**config.mk**
```make
export PLATFORM = sky130hd
export DESIGN_NAME = exec_unit_top
export DESIGN_NICKNAME = d
export VERILOG_FILES = /design/src/logic/rv_exec_pkg.sv /design/src/logic/instr_decoder.sv /design/src/logic/int_alu.sv /design/src/logic/branch_compare.sv /design/src/logic/result_queue.sv /design/src/logic/exec_unit_top.sv
export VERILOG_INCLUDE_DIRS = /design/src /design/src/logic
export SDC_FILE = /design/constraint.sdc
export NUM_CORES = 1
export LEC_CHECK = 0
export ABC_CLOCK_PERIOD_IN_PS = 6000
export BUFFER_PORTS_ARGS = -buffer_cell sky130_fd_sc_hd__buf_4
export CAP_MARGIN = 20
export CORE_MARGIN = 10
export CORE_UTILIZATION = 45
export DETAILED_ROUTE_END_ITERATION = 16
export PLACE_DENSITY = 0.74
export SETUP_SLACK_MARGIN = 0.02
export SLEW_MARGIN = 20
export SYNTH_ARGS = -nofsm -noshare
export SYNTH_HDL_FRONTEND = slang
export SYNTH_SLANG_ARGS = --single-unit
```
**constraint.sdc**
```tcl
create_clock -name clock -period 6 [get_ports clock]
set_clock_uncertainty 0.05 [all_clocks]
set_input_delay 0 -clock clock [delete_from_list [all_inputs] [get_ports clock]]
set_output_delay 0 -clock clock [all_outputs]
set_load 0.02 [all_outputs]
```
**src/logic/rv_exec_cfg.svh**
```systemverilog
`ifndef RV_EXEC_CFG_SVH
`define RV_EXEC_CFG_SVH

// Operand and result width
`define RV_XLEN 32

// Issue tag width
`define RV_TAG_W 4

// Result FIFO entries, equal to the upstream credits at reset
`define RV_QUEUE_DEPTH 4

// Saturation point of the downstream credit counter
`define RV_OUT_CREDITS 8

`endif

```
**src/logic/rv_exec_pkg.sv**
```systemverilog
`include "rv_exec_cfg.svh"

package rv_exec_pkg;

  // RV32I major opcodes handled by the execute subsystem
  typedef enum logic [6:0] {
    OPC_OTHER  = 7'b0000000,
    OPC_OP_IMM = 7'b0010011,
    OPC_OP     = 7'b0110011,
    OPC_BRANCH = 7'b1100011
  } opcode_e;

  typedef enum logic [1:0] {
    RES_ALU     = 2'd0,
    RES_BRANCH  = 2'd1,
    RES_ILLEGAL = 2'd2
  } result_kind_e;

  typedef struct packed {
    logic [`RV_XLEN-1:0]  instr;
    logic [`RV_XLEN-1:0]  rs1_data;
    logic [`RV_XLEN-1:0]  rs2_data;
    logic [`RV_TAG_W-1:0] tag;
  } issue_req_t;

  // One-hot, at most one field set
  typedef struct packed {
    logic fn_add;
    logic fn_sub;
    logic fn_slt;
    logic fn_sltu;
    logic fn_xor;
    logic fn_or;
    logic fn_and;
    logic fn_sll;
    logic fn_srl;
    logic fn_sra;
  } alu_op_t;

  typedef struct packed {
    logic br_eq;
    logic br_ne;
    logic br_lt;
    logic br_ge;
    logic br_ltu;
    logic br_geu;
  } br_op_t;

  typedef struct packed {
    result_kind_e         kind;
    alu_op_t              alu_op;
    br_op_t               br_op;
    logic [`RV_XLEN-1:0]  op_1;
    logic [`RV_XLEN-1:0]  op_2;
    logic [`RV_TAG_W-1:0] tag;
  } exec_req_t;

  typedef struct packed {
    result_kind_e         kind;
    logic [`RV_XLEN-1:0]  value;
    logic                 taken;
    logic [`RV_TAG_W-1:0] tag;
  } exec_result_t;

endpackage

```
**src/logic/instr_decoder.sv**
```systemverilog
`timescale 1ns/1ps
`include "rv_exec_cfg.svh"

module instr_decoder import rv_exec_pkg::*; (
  input  logic       issue_valid,
  input  issue_req_t issue,
  output logic       req_valid,
  output exec_req_t  req
);

  localparam logic [6:0] F7_BASE = 7'b0000000;
  localparam logic [6:0] F7_ALT  = 7'b0100000;

  opcode_e             opcode;
  logic [2:0]          funct3;
  logic [6:0]          funct7;
  logic [`RV_XLEN-1:0] imm_i;
  logic [`RV_XLEN-1:0] shamt;
  alu_op_t             alu_op;
  br_op_t              br_op;
  result_kind_e        kind;
  logic [`RV_XLEN-1:0] op_2;

  assign funct3 = issue.instr[14:12];
  assign funct7 = issue.instr[31:25];
  assign imm_i  = {{(`RV_XLEN-12){issue.instr[31]}}, issue.instr[31:20]};
  assign shamt  = {{(`RV_XLEN-5){1'b0}}, issue.instr[24:20]};

  always_comb begin
    case (issue.instr[6:0])
      OPC_OP:     opcode = OPC_OP;
      OPC_OP_IMM: opcode = OPC_OP_IMM;
      OPC_BRANCH: opcode = OPC_BRANCH;
      default:    opcode = OPC_OTHER;
    endcase
  end

  always_comb begin
    alu_op = '0;
    br_op  = '0;
    kind   = RES_ILLEGAL;
    op_2   = issue.rs2_data;
    case (opcode)
      OPC_OP: begin
        kind = RES_ALU;
        if (funct7 == F7_BASE) begin
          case (funct3)
            3'b000:  alu_op.fn_add  = 1'b1;
            3'b001:  alu_op.fn_sll  = 1'b1;
            3'b010:  alu_op.fn_slt  = 1'b1;
            3'b011:  alu_op.fn_sltu = 1'b1;
            3'b100:  alu_op.fn_xor  = 1'b1;
            3'b101:  alu_op.fn_srl  = 1'b1;
            3'b110:  alu_op.fn_or   = 1'b1;
            default: alu_op.fn_and  = 1'b1;
          endcase
        end else if (funct7 == F7_ALT && funct3 == 3'b000) begin
          alu_op.fn_sub = 1'b1;
        end else if (funct7 == F7_ALT && funct3 == 3'b101) begin
          alu_op.fn_sra = 1'b1;
        end else begin
          kind = RES_ILLEGAL;
        end
      end
      OPC_OP_IMM: begin
        kind = RES_ALU;
        op_2 = imm_i;
        case (funct3)
          3'b000: alu_op.fn_add  = 1'b1;
          3'b010: alu_op.fn_slt  = 1'b1;
          3'b011: alu_op.fn_sltu = 1'b1;
          3'b100: alu_op.fn_xor  = 1'b1;
          3'b110: alu_op.fn_or   = 1'b1;
          3'b111: alu_op.fn_and  = 1'b1;
          3'b001: begin
            op_2 = shamt;
            if (funct7 == F7_BASE) alu_op.fn_sll = 1'b1;
            else kind = RES_ILLEGAL;
          end
          default: begin
            // Bit 30 picks SRAI over SRLI
            op_2 = shamt;
            if (funct7 == F7_BASE) alu_op.fn_srl = 1'b1;
            else if (funct7 == F7_ALT) alu_op.fn_sra = 1'b1;
            else kind = RES_ILLEGAL;
          end
        endcase
      end
      OPC_BRANCH: begin
        kind = RES_BRANCH;
        case (funct3)
          3'b000:  br_op.br_eq  = 1'b1;
          3'b001:  br_op.br_ne  = 1'b1;
          3'b100:  br_op.br_lt  = 1'b1;
          3'b101:  br_op.br_ge  = 1'b1;
          3'b110:  br_op.br_ltu = 1'b1;
          3'b111:  br_op.br_geu = 1'b1;
          default: kind = RES_ILLEGAL;
        endcase
      end
      default: kind = RES_ILLEGAL;
    endcase
    // Illegal encodings carry no operation
    if (kind == RES_ILLEGAL) begin
      alu_op = '0;
      br_op  = '0;
    end
  end

  assign req_valid  = issue_valid;
  assign req.kind   = kind;
  assign req.alu_op = alu_op;
  assign req.br_op  = br_op;
  assign req.op_1   = issue.rs1_data;
  assign req.op_2   = op_2;
  assign req.tag    = issue.tag;

endmodule

```
**src/logic/int_alu.sv**
```systemverilog
`timescale 1ns/1ps
`include "rv_exec_cfg.svh"

module int_alu import rv_exec_pkg::*; (
  input  logic                clock,
  input  logic                rst_n,
  input  alu_op_t             alu_op,
  input  logic [`RV_XLEN-1:0] op_1,
  input  logic [`RV_XLEN-1:0] op_2,
  output logic [`RV_XLEN-1:0] alu_out
);

  logic signed [`RV_XLEN-1:0] s_op_1;
  logic signed [`RV_XLEN-1:0] s_op_2;
  logic [`RV_XLEN-1:0]        arith_out;
  logic [`RV_XLEN-1:0]        logic_out;
  logic [`RV_XLEN-1:0]        shift_out;
  logic [`RV_XLEN-1:0]        next_out;
  logic                       is_arith;
  logic                       is_logic;
  logic                       is_shift;

  assign s_op_1 = op_1;
  assign s_op_2 = op_2;

  // Arithmetic group, compares yield 0 or 1
  assign arith_out = ({`RV_XLEN{alu_op.fn_add}}  & (op_1 + op_2)) |
                     ({`RV_XLEN{alu_op.fn_sub}}  & (op_1 - op_2)) |
                     ({`RV_XLEN{alu_op.fn_slt}}  & `RV_XLEN'(s_op_1 < s_op_2)) |
                     ({`RV_XLEN{alu_op.fn_sltu}} & `RV_XLEN'(op_1 < op_2));
  assign is_arith  = alu_op.fn_add | alu_op.fn_sub | alu_op.fn_slt | alu_op.fn_sltu;

  assign logic_out = ({`RV_XLEN{alu_op.fn_xor}} & (op_1 ^ op_2)) |
                     ({`RV_XLEN{alu_op.fn_or}}  & (op_1 | op_2)) |
                     ({`RV_XLEN{alu_op.fn_and}} & (op_1 & op_2));
  assign is_logic  = alu_op.fn_xor | alu_op.fn_or | alu_op.fn_and;

  // Only the low five bits of the amount count
  assign shift_out = ({`RV_XLEN{alu_op.fn_sll}} & (op_1 << op_2[4:0])) |
                     ({`RV_XLEN{alu_op.fn_srl}} & (op_1 >> op_2[4:0])) |
                     ({`RV_XLEN{alu_op.fn_sra}} & $unsigned(s_op_1 >>> op_2[4:0]));
  assign is_shift  = alu_op.fn_sll | alu_op.fn_srl | alu_op.fn_sra;

  assign next_out = is_arith ? arith_out :
                    is_logic ? logic_out :
                    is_shift ? shift_out :
                    '0;

  always_ff @(posedge clock or negedge rst_n) begin
    if (!rst_n) begin
      alu_out <= '0;
    end else begin
      alu_out <= next_out;
    end
  end

endmodule

```
**src/logic/branch_compare.sv**
```systemverilog
`timescale 1ns/1ps
`include "rv_exec_cfg.svh"

module branch_compare import rv_exec_pkg::*; (
  input  logic                clock,
  input  logic                rst_n,
  input  br_op_t              br_op,
  input  logic [`RV_XLEN-1:0] op_1,
  input  logic [`RV_XLEN-1:0] op_2,
  output logic                br_out
);

  logic signed [`RV_XLEN-1:0] s_op_1;
  logic signed [`RV_XLEN-1:0] s_op_2;
  logic                       lt;
  logic                       ltu;
  logic                       next_out;

  assign s_op_1 = op_1;
  assign s_op_2 = op_2;
  assign lt     = s_op_1 < s_op_2;
  assign ltu    = op_1 < op_2;

  // ge and geu are the complements of lt and ltu
  assign next_out = (br_op.br_eq  & (op_1 == op_2)) |
                    (br_op.br_ne  & (op_1 != op_2)) |
                    (br_op.br_lt  & lt)  |
                    (br_op.br_ge  & !lt) |
                    (br_op.br_ltu & ltu) |
                    (br_op.br_geu & !ltu);

  always_ff @(posedge clock or negedge rst_n) begin
    if (!rst_n) begin
      br_out <= 1'b0;
    end else begin
      br_out <= next_out;
    end
  end

endmodule

```
**src/logic/result_queue.sv**
```systemverilog
`timescale 1ns/1ps
`include "rv_exec_cfg.svh"

module result_queue import rv_exec_pkg::*; (
  input  logic         clock,
  input  logic         rst_n,
  input  logic         in_valid,
  input  exec_result_t in_result,
  input  logic         out_credit,
  output logic         result_valid,
  output exec_result_t result,
  output logic         issue_credit
);

  localparam int PTR_W = $clog2(`RV_QUEUE_DEPTH);
  localparam int CRD_W = $clog2(`RV_OUT_CREDITS + 1);

  exec_result_t     mem [`RV_QUEUE_DEPTH];
  logic [PTR_W-1:0] wr_ptr;
  logic [PTR_W-1:0] rd_ptr;
  logic [PTR_W:0]   count;
  logic [CRD_W-1:0] credits;
  logic             pop;

  // Upstream credits keep the FIFO from overflowing
  assign pop = (count != '0) && (credits != '0);

  always_ff @(posedge clock) begin
    if (in_valid) begin
      mem[wr_ptr] <= in_result;
    end
  end

  always_ff @(posedge clock or negedge rst_n) begin
    if (!rst_n) begin
      wr_ptr <= '0;
      rd_ptr <= '0;
      count  <= '0;
    end else begin
      if (in_valid) begin
        wr_ptr <= wr_ptr + 1'b1;
      end
      if (pop) begin
        rd_ptr <= rd_ptr + 1'b1;
      end
      case ({in_valid, pop})
        2'b10:   count <= count + 1'b1;
        2'b01:   count <= count - 1'b1;
        default: count <= count;
      endcase
    end
  end

  // Downstream credit count, saturating
  always_ff @(posedge clock or negedge rst_n) begin
    if (!rst_n) begin
      credits <= '0;
    end else begin
      case ({out_credit, pop})
        2'b10: begin
          if (credits != CRD_W'(`RV_OUT_CREDITS)) begin
            credits <= credits + 1'b1;
          end
        end
        2'b01:   credits <= credits - 1'b1;
        default: credits <= credits;
      endcase
    end
  end

  always_ff @(posedge clock or negedge rst_n) begin
    if (!rst_n) begin
      result_valid <= 1'b0;
      issue_credit <= 1'b0;
    end else begin
      result_valid <= pop;
      issue_credit <= pop;
    end
  end

  always_ff @(posedge clock) begin
    if (pop) begin
      result <= mem[rd_ptr];
    end
  end

endmodule

```
**src/logic/exec_unit_top.sv**
```systemverilog
`timescale 1ns/1ps
`include "rv_exec_cfg.svh"

module exec_unit_top import rv_exec_pkg::*; (
  input  logic         clock,
  input  logic         rst_n,
  input  logic         issue_valid,
  input  issue_req_t   issue,
  output logic         issue_credit,
  input  logic         out_credit,
  output logic         result_valid,
  output exec_result_t result
);

  logic                 req_valid;
  exec_req_t            req;
  logic [`RV_XLEN-1:0]  alu_out;
  logic                 br_out;
  logic                 ex_valid;
  result_kind_e         ex_kind;
  logic [`RV_TAG_W-1:0] ex_tag;
  exec_result_t         ex_result;

  instr_decoder u_decoder (
    .issue_valid (issue_valid),
    .issue       (issue),
    .req_valid   (req_valid),
    .req         (req)
  );

  int_alu u_alu (
    .clock   (clock),
    .rst_n   (rst_n),
    .alu_op  (req.alu_op),
    .op_1    (req.op_1),
    .op_2    (req.op_2),
    .alu_out (alu_out)
  );

  branch_compare u_branch (
    .clock  (clock),
    .rst_n  (rst_n),
    .br_op  (req.br_op),
    .op_1   (req.op_1),
    .op_2   (req.op_2),
    .br_out (br_out)
  );

  // Runs alongside the ALU and comparator registers
  always_ff @(posedge clock or negedge rst_n) begin
    if (!rst_n) begin
      ex_valid <= 1'b0;
    end else begin
      ex_valid <= req_valid;
    end
  end

  always_ff @(posedge clock) begin
    ex_kind <= req.kind;
    ex_tag  <= req.tag;
  end

  assign ex_result.kind  = ex_kind;
  assign ex_result.value = (ex_kind == RES_ALU) ? alu_out : '0;
  assign ex_result.taken = (ex_kind == RES_BRANCH) ? br_out : 1'b0;
  assign ex_result.tag   = ex_tag;

  result_queue u_queue (
    .clock        (clock),
    .rst_n        (rst_n),
    .in_valid     (ex_valid),
    .in_result    (ex_result),
    .out_credit   (out_credit),
    .result_valid (result_valid),
    .result       (result),
    .issue_credit (issue_credit)
  );

endmodule

```
==> metrics.txt, run 1 <==
status=finished clean; share of layout cells above drive strength 1=15.3%; Post-synth EDFFs=195; Die W=220 um; Finished Layout Cells=2559; P_leak=8.16 nW; Metal-1 WL=28700 um; clk sinks=247; Netlist cell types=90; min-delay worst type=in -> async; CORE AREA=39600 um^2; setup_tns=0 ns; Avg Cell Area, Syn=9.30 um^2; Setup violations, final=0; post-route ant nets=0; Inst Count DP=2503; WL met3=6210 um; Seq/Total Area, Yosys=39.6%; drt total wl=70500 um; Slew Limit Fails=0; XOR/XNOR share of the synthesized area=1.41%; syn nets=2137; Worst path slowest cell=o41ai_1; Layout area overhead=13.5%; Gate Count Post-Synth=1933; Final Wtd Congestion=1.07; HPWL Detailed=52200 um; Setup WS post-layout=0.287 ns; Crit Path Class=in -> reg; drt wl/cell=27.5 um; IO Pins=145; Top delay family on crit path=compound AO/OA/AOI/OAI gates; FFs w/ async S/R, synth=18.6%; number of remaining DRC errors=0; initial antenna violation count=4; first-pass GRT wire length=103000 um; Worst VDD drop=224 uV; post-CTS setup buffer count=0; final non-filler cell area=20400 um^2; Post-Synth Simple-Gate Area=14.6%; ranking of synthesized cells by area=edfxtp_1, ha_1, dfrtp_1; H-tree depth=1; cell chain of the critical path=dlygate4sd3_1 -> buf_4 -> nor3b_4 -> nand2_1 -> o21ai_0 -> inv_1 -> ha_1 -> a2111oi_0 -> o21ai_0 -> a41oi_1 -> buf_4 -> a211oi_1 -> o41ai_1 -> a22oi_1 -> nand3_1 -> a21oi_1 -> xor2_1 -> a221oi_1 -> nor2_1; CP endpoint kind=flop; fin nets=2219; Placement Cell Area=19500 um^2; Startpoint Class=input port; Fin. Hold Viols=0; top_reg_cell synth=edfxtp_1; CP Buf/Inv Count=4; DRT iter0 DRCs=1863; Top Layer Used=met4; Mapped Area=18000 um^2; grt total ovfl=0; routed vias=16.6k; Place WS=0.629 ns; largest net degree at the start of global routing=79; detail-routed via count per cell=6.48; clock tree buffer depth=3; PwrDens=303 nW/um^2; number of synthesis warnings=0; DRT Pass-1 Iters=6; Tmin final=5.71 ns; Die Ht=220 um; # rows=73; Synth Area in Adders=7.08%; post-synth top area share=32.6%; Slew HR=23.5%; Yosys top cell by area=edfxtp_1; multiplexer share of the synthesized area=9.43%; CTS tree=done; required time worst endpoint=6.36 ns; Synth Register Bits=247; IO buf count=134; Tcrit/Tclk final=95.2%; clk_lat worst skew=0.54 ns; PnR Total Power=6.18 mW; max_cap viols=0; Synth top cells by count=nor2_1, edfxtp_1, a21oi_1, nand2_1, o21ai_0; critical path's largest stage delay=0.68 ns; Initial Util=45.4%; RSZ-0062 raised after global routing=no; largest family of logic cells by synthesized area=compound AO/OA/AOI/OAI gates; met2 wire length=32000 um; CTS root buf=clkbuf_16; CTS clock-pin slew for the worst setup and hold paths=0.08 ns; Inserted Clock Buffers=24; CP Data Arrival Time=6.07 ns; Crit Path Max Fanout=18; Die Area=48400 um^2; Total GRT Usage=28.3%; Least-Margin Pin Slew=1.15 ns; vias in the first global route=16.2k; f_max=175 MHz; Synth Area in Compound Gates=22.4%; cell with the most instances after synthesis=nor2_1
[per-stage QoR]
stage / util (%) / hold WS [ns]
floorplan: - / -0.346
global placement: 49.2 / 0.0189
detailed placement: 49.2 / 0.0367
CTS: 51.5 / 0.0116
global route: 51.5 / 0.0254
finish: 51.5 / 0.0139
[repair_timing]
item                                   in CTS  in global routing
setup endpoints to repair                   0                  1
resized for setup                           0                  1
endpoints found under the hold margin      58                  0
hold buffers                               11                  0
[report_power, final]
| part | switching, mW | leakage, nW | internal, mW |
|---|---|---|---|
| clock network | 0.636 | 0.407 | 0.878 |
| logic | 1.33 | 5.17 | 0.843 |
| registers | 0.167 | 2.58 | 2.33 |
| total | 2.13 | 8.16 | 4.05 |
[worst paths after layout]
path	to	start	slack, ns	cells past startpoint
hold / removal	u_queue.result_valid	rst_n	0.01	2
min in group clock	u_alu.alu_out[8]	issue[44]	0.05	4
setup / recovery	u_alu.alu_out[29]	issue[72]	0.29	19
max in group asynchronous	u_queue.rd_ptr[0]	rst_n	5.34	2
setup reg to reg	u_queue.credits[3]	u_queue.credits[1]	3.02	13
hold reg to reg	u_queue.mem[2][2]	ex_tag[2]	0.44	0
[sequential cells by signal (all words and copies together), names as in the netlist]
| name | cells |
|---|---|
| ex_kind | 2 |
| ex_tag | 4 |
| ex_valid | 1 |
| u_alu.alu_out | 32 |
| u_branch.br_out | 1 |
| u_queue.count | 3 |
| u_queue.credits | 4 |
| u_queue.mem | 156 |
| u_queue.rd_ptr | 2 |
| u_queue.result | 39 |
| u_queue.result_valid | 1 |
| u_queue.wr_ptr | 2 |
[final cells by class]
type,count,area [um^2]
clock buffer,29,661
fill,3669,19200
antenna,1,2.50
tap,525,657
timing repair buffer,189,1450
inverter,114,430
clock inverter,15,139
sequential,247,7130
multi-input combinational,1439,9950
[kinds of logic after synthesis]
group | count (synthesis)
AO/OA/AOI/OAI | 618
AND/OR/NAND/NOR | 573
buffers and inverters | 247
flip-flops | 247
multiplexers | 119
adder cells (fa/ha/maj) | 100
XOR/XNOR | 29
[layout by cell type (no fill, tap or decap), types with 15 or more instances in the layout]
| cell type | netlist | routed |
|---|---|---|
| o21ai_0 | 153 | 153 |
| nor2_1 | 211 | 206 |
| a31oi_1 | 17 | 17 |
| dfrtp_1 | 46 | 45 |
| a221oi_1 | 31 | 30 |
| inv_1 | 110 | 110 |
| and2_1 | 45 | 40 |
| ha_1 | 97 | 97 |
| o211ai_1 | 37 | 37 |
| mux4_2 | 39 | 39 |
| buf_4 | 2 | 178 |
| nand2_1 | 153 | 153 |
| nor3_1 | 48 | 47 |
| xnor2_1 | 15 | 15 |
| clkbuf_16 | 0 | 25 |
| edfxtp_1 | 195 | 195 |
| nand3_1 | 31 | 31 |
| mux2i_1 | 66 | 66 |
| a211oi_1 | 32 | 32 |
| a21oi_1 | 172 | 171 |
| or3_1 | 15 | 15 |
| o221ai_1 | 19 | 19 |
[routing by layer]
metal  up-vias  track usage, %
li1       7381               -
met1      8088            36.9
met2       952            45.4
met3       169            4.76
met4         0            12.9
met5         -               0
Note: power is estimated with default switching activity, not from simulation.
==> inputs of run 2 (changes only) <==
BUFFER_PORTS_ARGS = default   (was -buffer_cell sky130_fd_sc_hd__buf_4)
DONT_BUFFER_PORTS = 1   (was default)
PLACE_DENSITY = 0.71   (was 0.74)
==> run 2 against run 1 <==
Compared with the run above:
- first-iteration DRC count is 6.5% higher
- global-route usage is 0.13 points lower
- via count is 2.7% lower
- sequential share of layout area is 1.6 points higher
- combinational power is 23% lower
- largest cell class unchanged
- critical path type unchanged
- power is 7.2% lower
- largest power group unchanged
==> metrics.txt, run 2 (synthesis gave the netlist of run 1 again) <==
critical path launch point=issue[73]; required time worst endpoint=6.31 ns; Fin. Hold Viols=0; final non-filler cell area=19500 um^2; routed vias=16.1k; Crit Path Class=in -> reg; Int Power=3.75 mW; Tmin final=5.65 ns; clk sinks=247; Slew HR=23.7%; fillcell total=3697; Placement Cell Area=18500 um^2; Final Wtd Congestion=1.03; area occupied by multi-input gates=9940 um^2; DRT Pass-1 Iters=6; clock tree buffer depth=3; Largest regs=u_queue.mem: 156 flops, u_queue.result: 39 flops, u_alu.alu_out: 32 flops; Initial Util=45.4%; CTS tree=done; RSZ-0062 raised after global routing=no; drt wl/cell=28.3 um; cell chain of the critical path=or3b_1 -> nor2_2 -> buf_4 -> nor2_1 -> nor2_1 -> inv_1 -> ha_1 -> inv_1 -> nand4_1 -> or3_1 -> nor3_1 -> and2_1 -> nand2_1 -> nor4bb_1 -> mux2i_1 -> nor3_1 -> dlygate4sd3_1 -> o31a_1 -> dlygate4sd3_1; CP Data Arrival Time=5.96 ns; Die Ht=220 um; CORE AREA=39600 um^2; PwrDens=294 nW/um^2; Inserted Clock Buffers=22; Worst VDD drop=208 uV; CTS clock-pin slew for the worst setup and hold paths=0.06 ns; worst reg2reg startpoint=u_queue.credits[1]; drt total wl=69100 um; critical path's largest stage delay=0.64 ns; IO buf count=0; number of remaining DRC errors=0; HPWL Detailed=50900 um; max reg flops=156; Startpoint Class=input port; Clock Power Share=23.2%; Die W=220 um; f_max=177 MHz; Sequential Power Share=47.6%; Crit Path Max Fanout=14; fin nets=2103; vias in the first global route=15.8k; Worst path slowest cell=nor2_2; share of layout cells above drive strength 1=8.51%; Hold Crit Start=issue[3]; most frequent cells in the layout=nor2_1, edfxtp_1, a21oi_1; P_leak=7.54 nW; Total GRT Usage=28.2%; commonest non-fill, non-tap cell in the layout=nor2_1; max_cap viols=0; grt total ovfl=0; DRT iter0 DRCs=1984; Setup WS post-layout=0.350 ns; setup_tns=0 ns; status=finished clean; Setup violations, final=0; Least-Margin Pin Slew=1.14 ns; Die Area=48400 um^2; Storage cell area=7130 um^2; largest net degree at the start of global routing=80; Biggest register=u_queue.mem; first-pass GRT wire length=103000 um; CTS root buf=clkbuf_16; detail-routed via count per cell=6.60; min-delay worst type=in -> reg; Logic pwr share=29.2%; Slew Limit Fails=0; initial antenna violation count=5; post-route ant nets=0; P_sw=1.98 mW; Tcrit/Tclk final=94.2%; H-tree depth=1; clk_lat worst skew=0.50 ns; switch share=34.6%; Layout area overhead=8.59%; # rows=73; Place WS=0.825 ns; IO Pins=145; CP endpoint kind=flop
==> run 2: final timing paths <==
kind                                 endpoint  slack, ns  depth (start not counted)
hold / removal                      ex_tag[3]       0.02                          1
setup / recovery              u_branch.br_out       0.35                         19
min in group asynchronous    u_queue.count[1]       0.08                          3
max in group asynchronous   u_queue.rd_ptr[1]       5.57                          3
hold reg to reg             u_queue.mem[0][2]       0.44                          0
setup reg to reg           u_queue.credits[3]       3.40                         12
==> run 2: layout make-up <==
cell class / instances / share of cell area [%]
antenna: 3 / 0.0384
clock buffer: 31 / 3.15
clock inverter: 9 / 0.365
inverter: 114 / 2.20
multi-input combinational: 1439 / 50.9
sequential: 247 / 36.5
tap: 525 / 3.36
timing repair buffer: 75 / 3.49
==> run 2: per-stage QoR <==
step	instances	hold WS, ns	power, mW	util, %
after global placement	2367	-0.343	4.35	46.6
after floorplan	1933	-0.346	3.89	-
after global routing	2441	0.0178	6.04	49.2
final	2443	0.0228	5.74	49.3
after CTS	2439	0.00468	5.78	49.2
after detailed placement	2367	-0.343	4.40	46.6
==> run 2: what timing repair did <==
item	4_1_cts	5_1_grt
gates resized for setup	0	0
setup buffers	0	0
hold endpoints to repair	72	1
hold buffers	32	1
==> run 2: metal layers <==
metal | global-route usage, % | wire, um | up-vias
met2 | 43.6 | 30900 | 1046
met5 | 0 | 18 | -
met3 | 6.01 | 7630 | 195
li1 | - | - | 7137
met4 | 13.4 | 3550 | 2
met1 | 37.1 | 27100 | 7756
==> run 2: power groups by stage <==
stage / registers (mW) / clock network [mW] / logic (mW)
6_report: 2.73 / 1.33 / 1.68
5_1_grt: 2.77 / 1.43 / 1.84
4_1_cts: 2.75 / 1.36 / 1.67
3_5_place_dp: 2.78 / 0 / 1.63
3_3_place_gp: 2.75 / 0 / 1.60
2_1_floorplan: 2.64 / 0 / 1.25
==> run 2: worst max-delay path, delay by kind of cell <==
family / cells / cell delay [ns]
buffers and inverters: 5 / 1.83
adders and majority gates: 1 / 0.39
muxes: 1 / 0.24
AOI/OAI and AO/OA: 1 / 0.34
and+or+nand+nor: 11 / 3.15
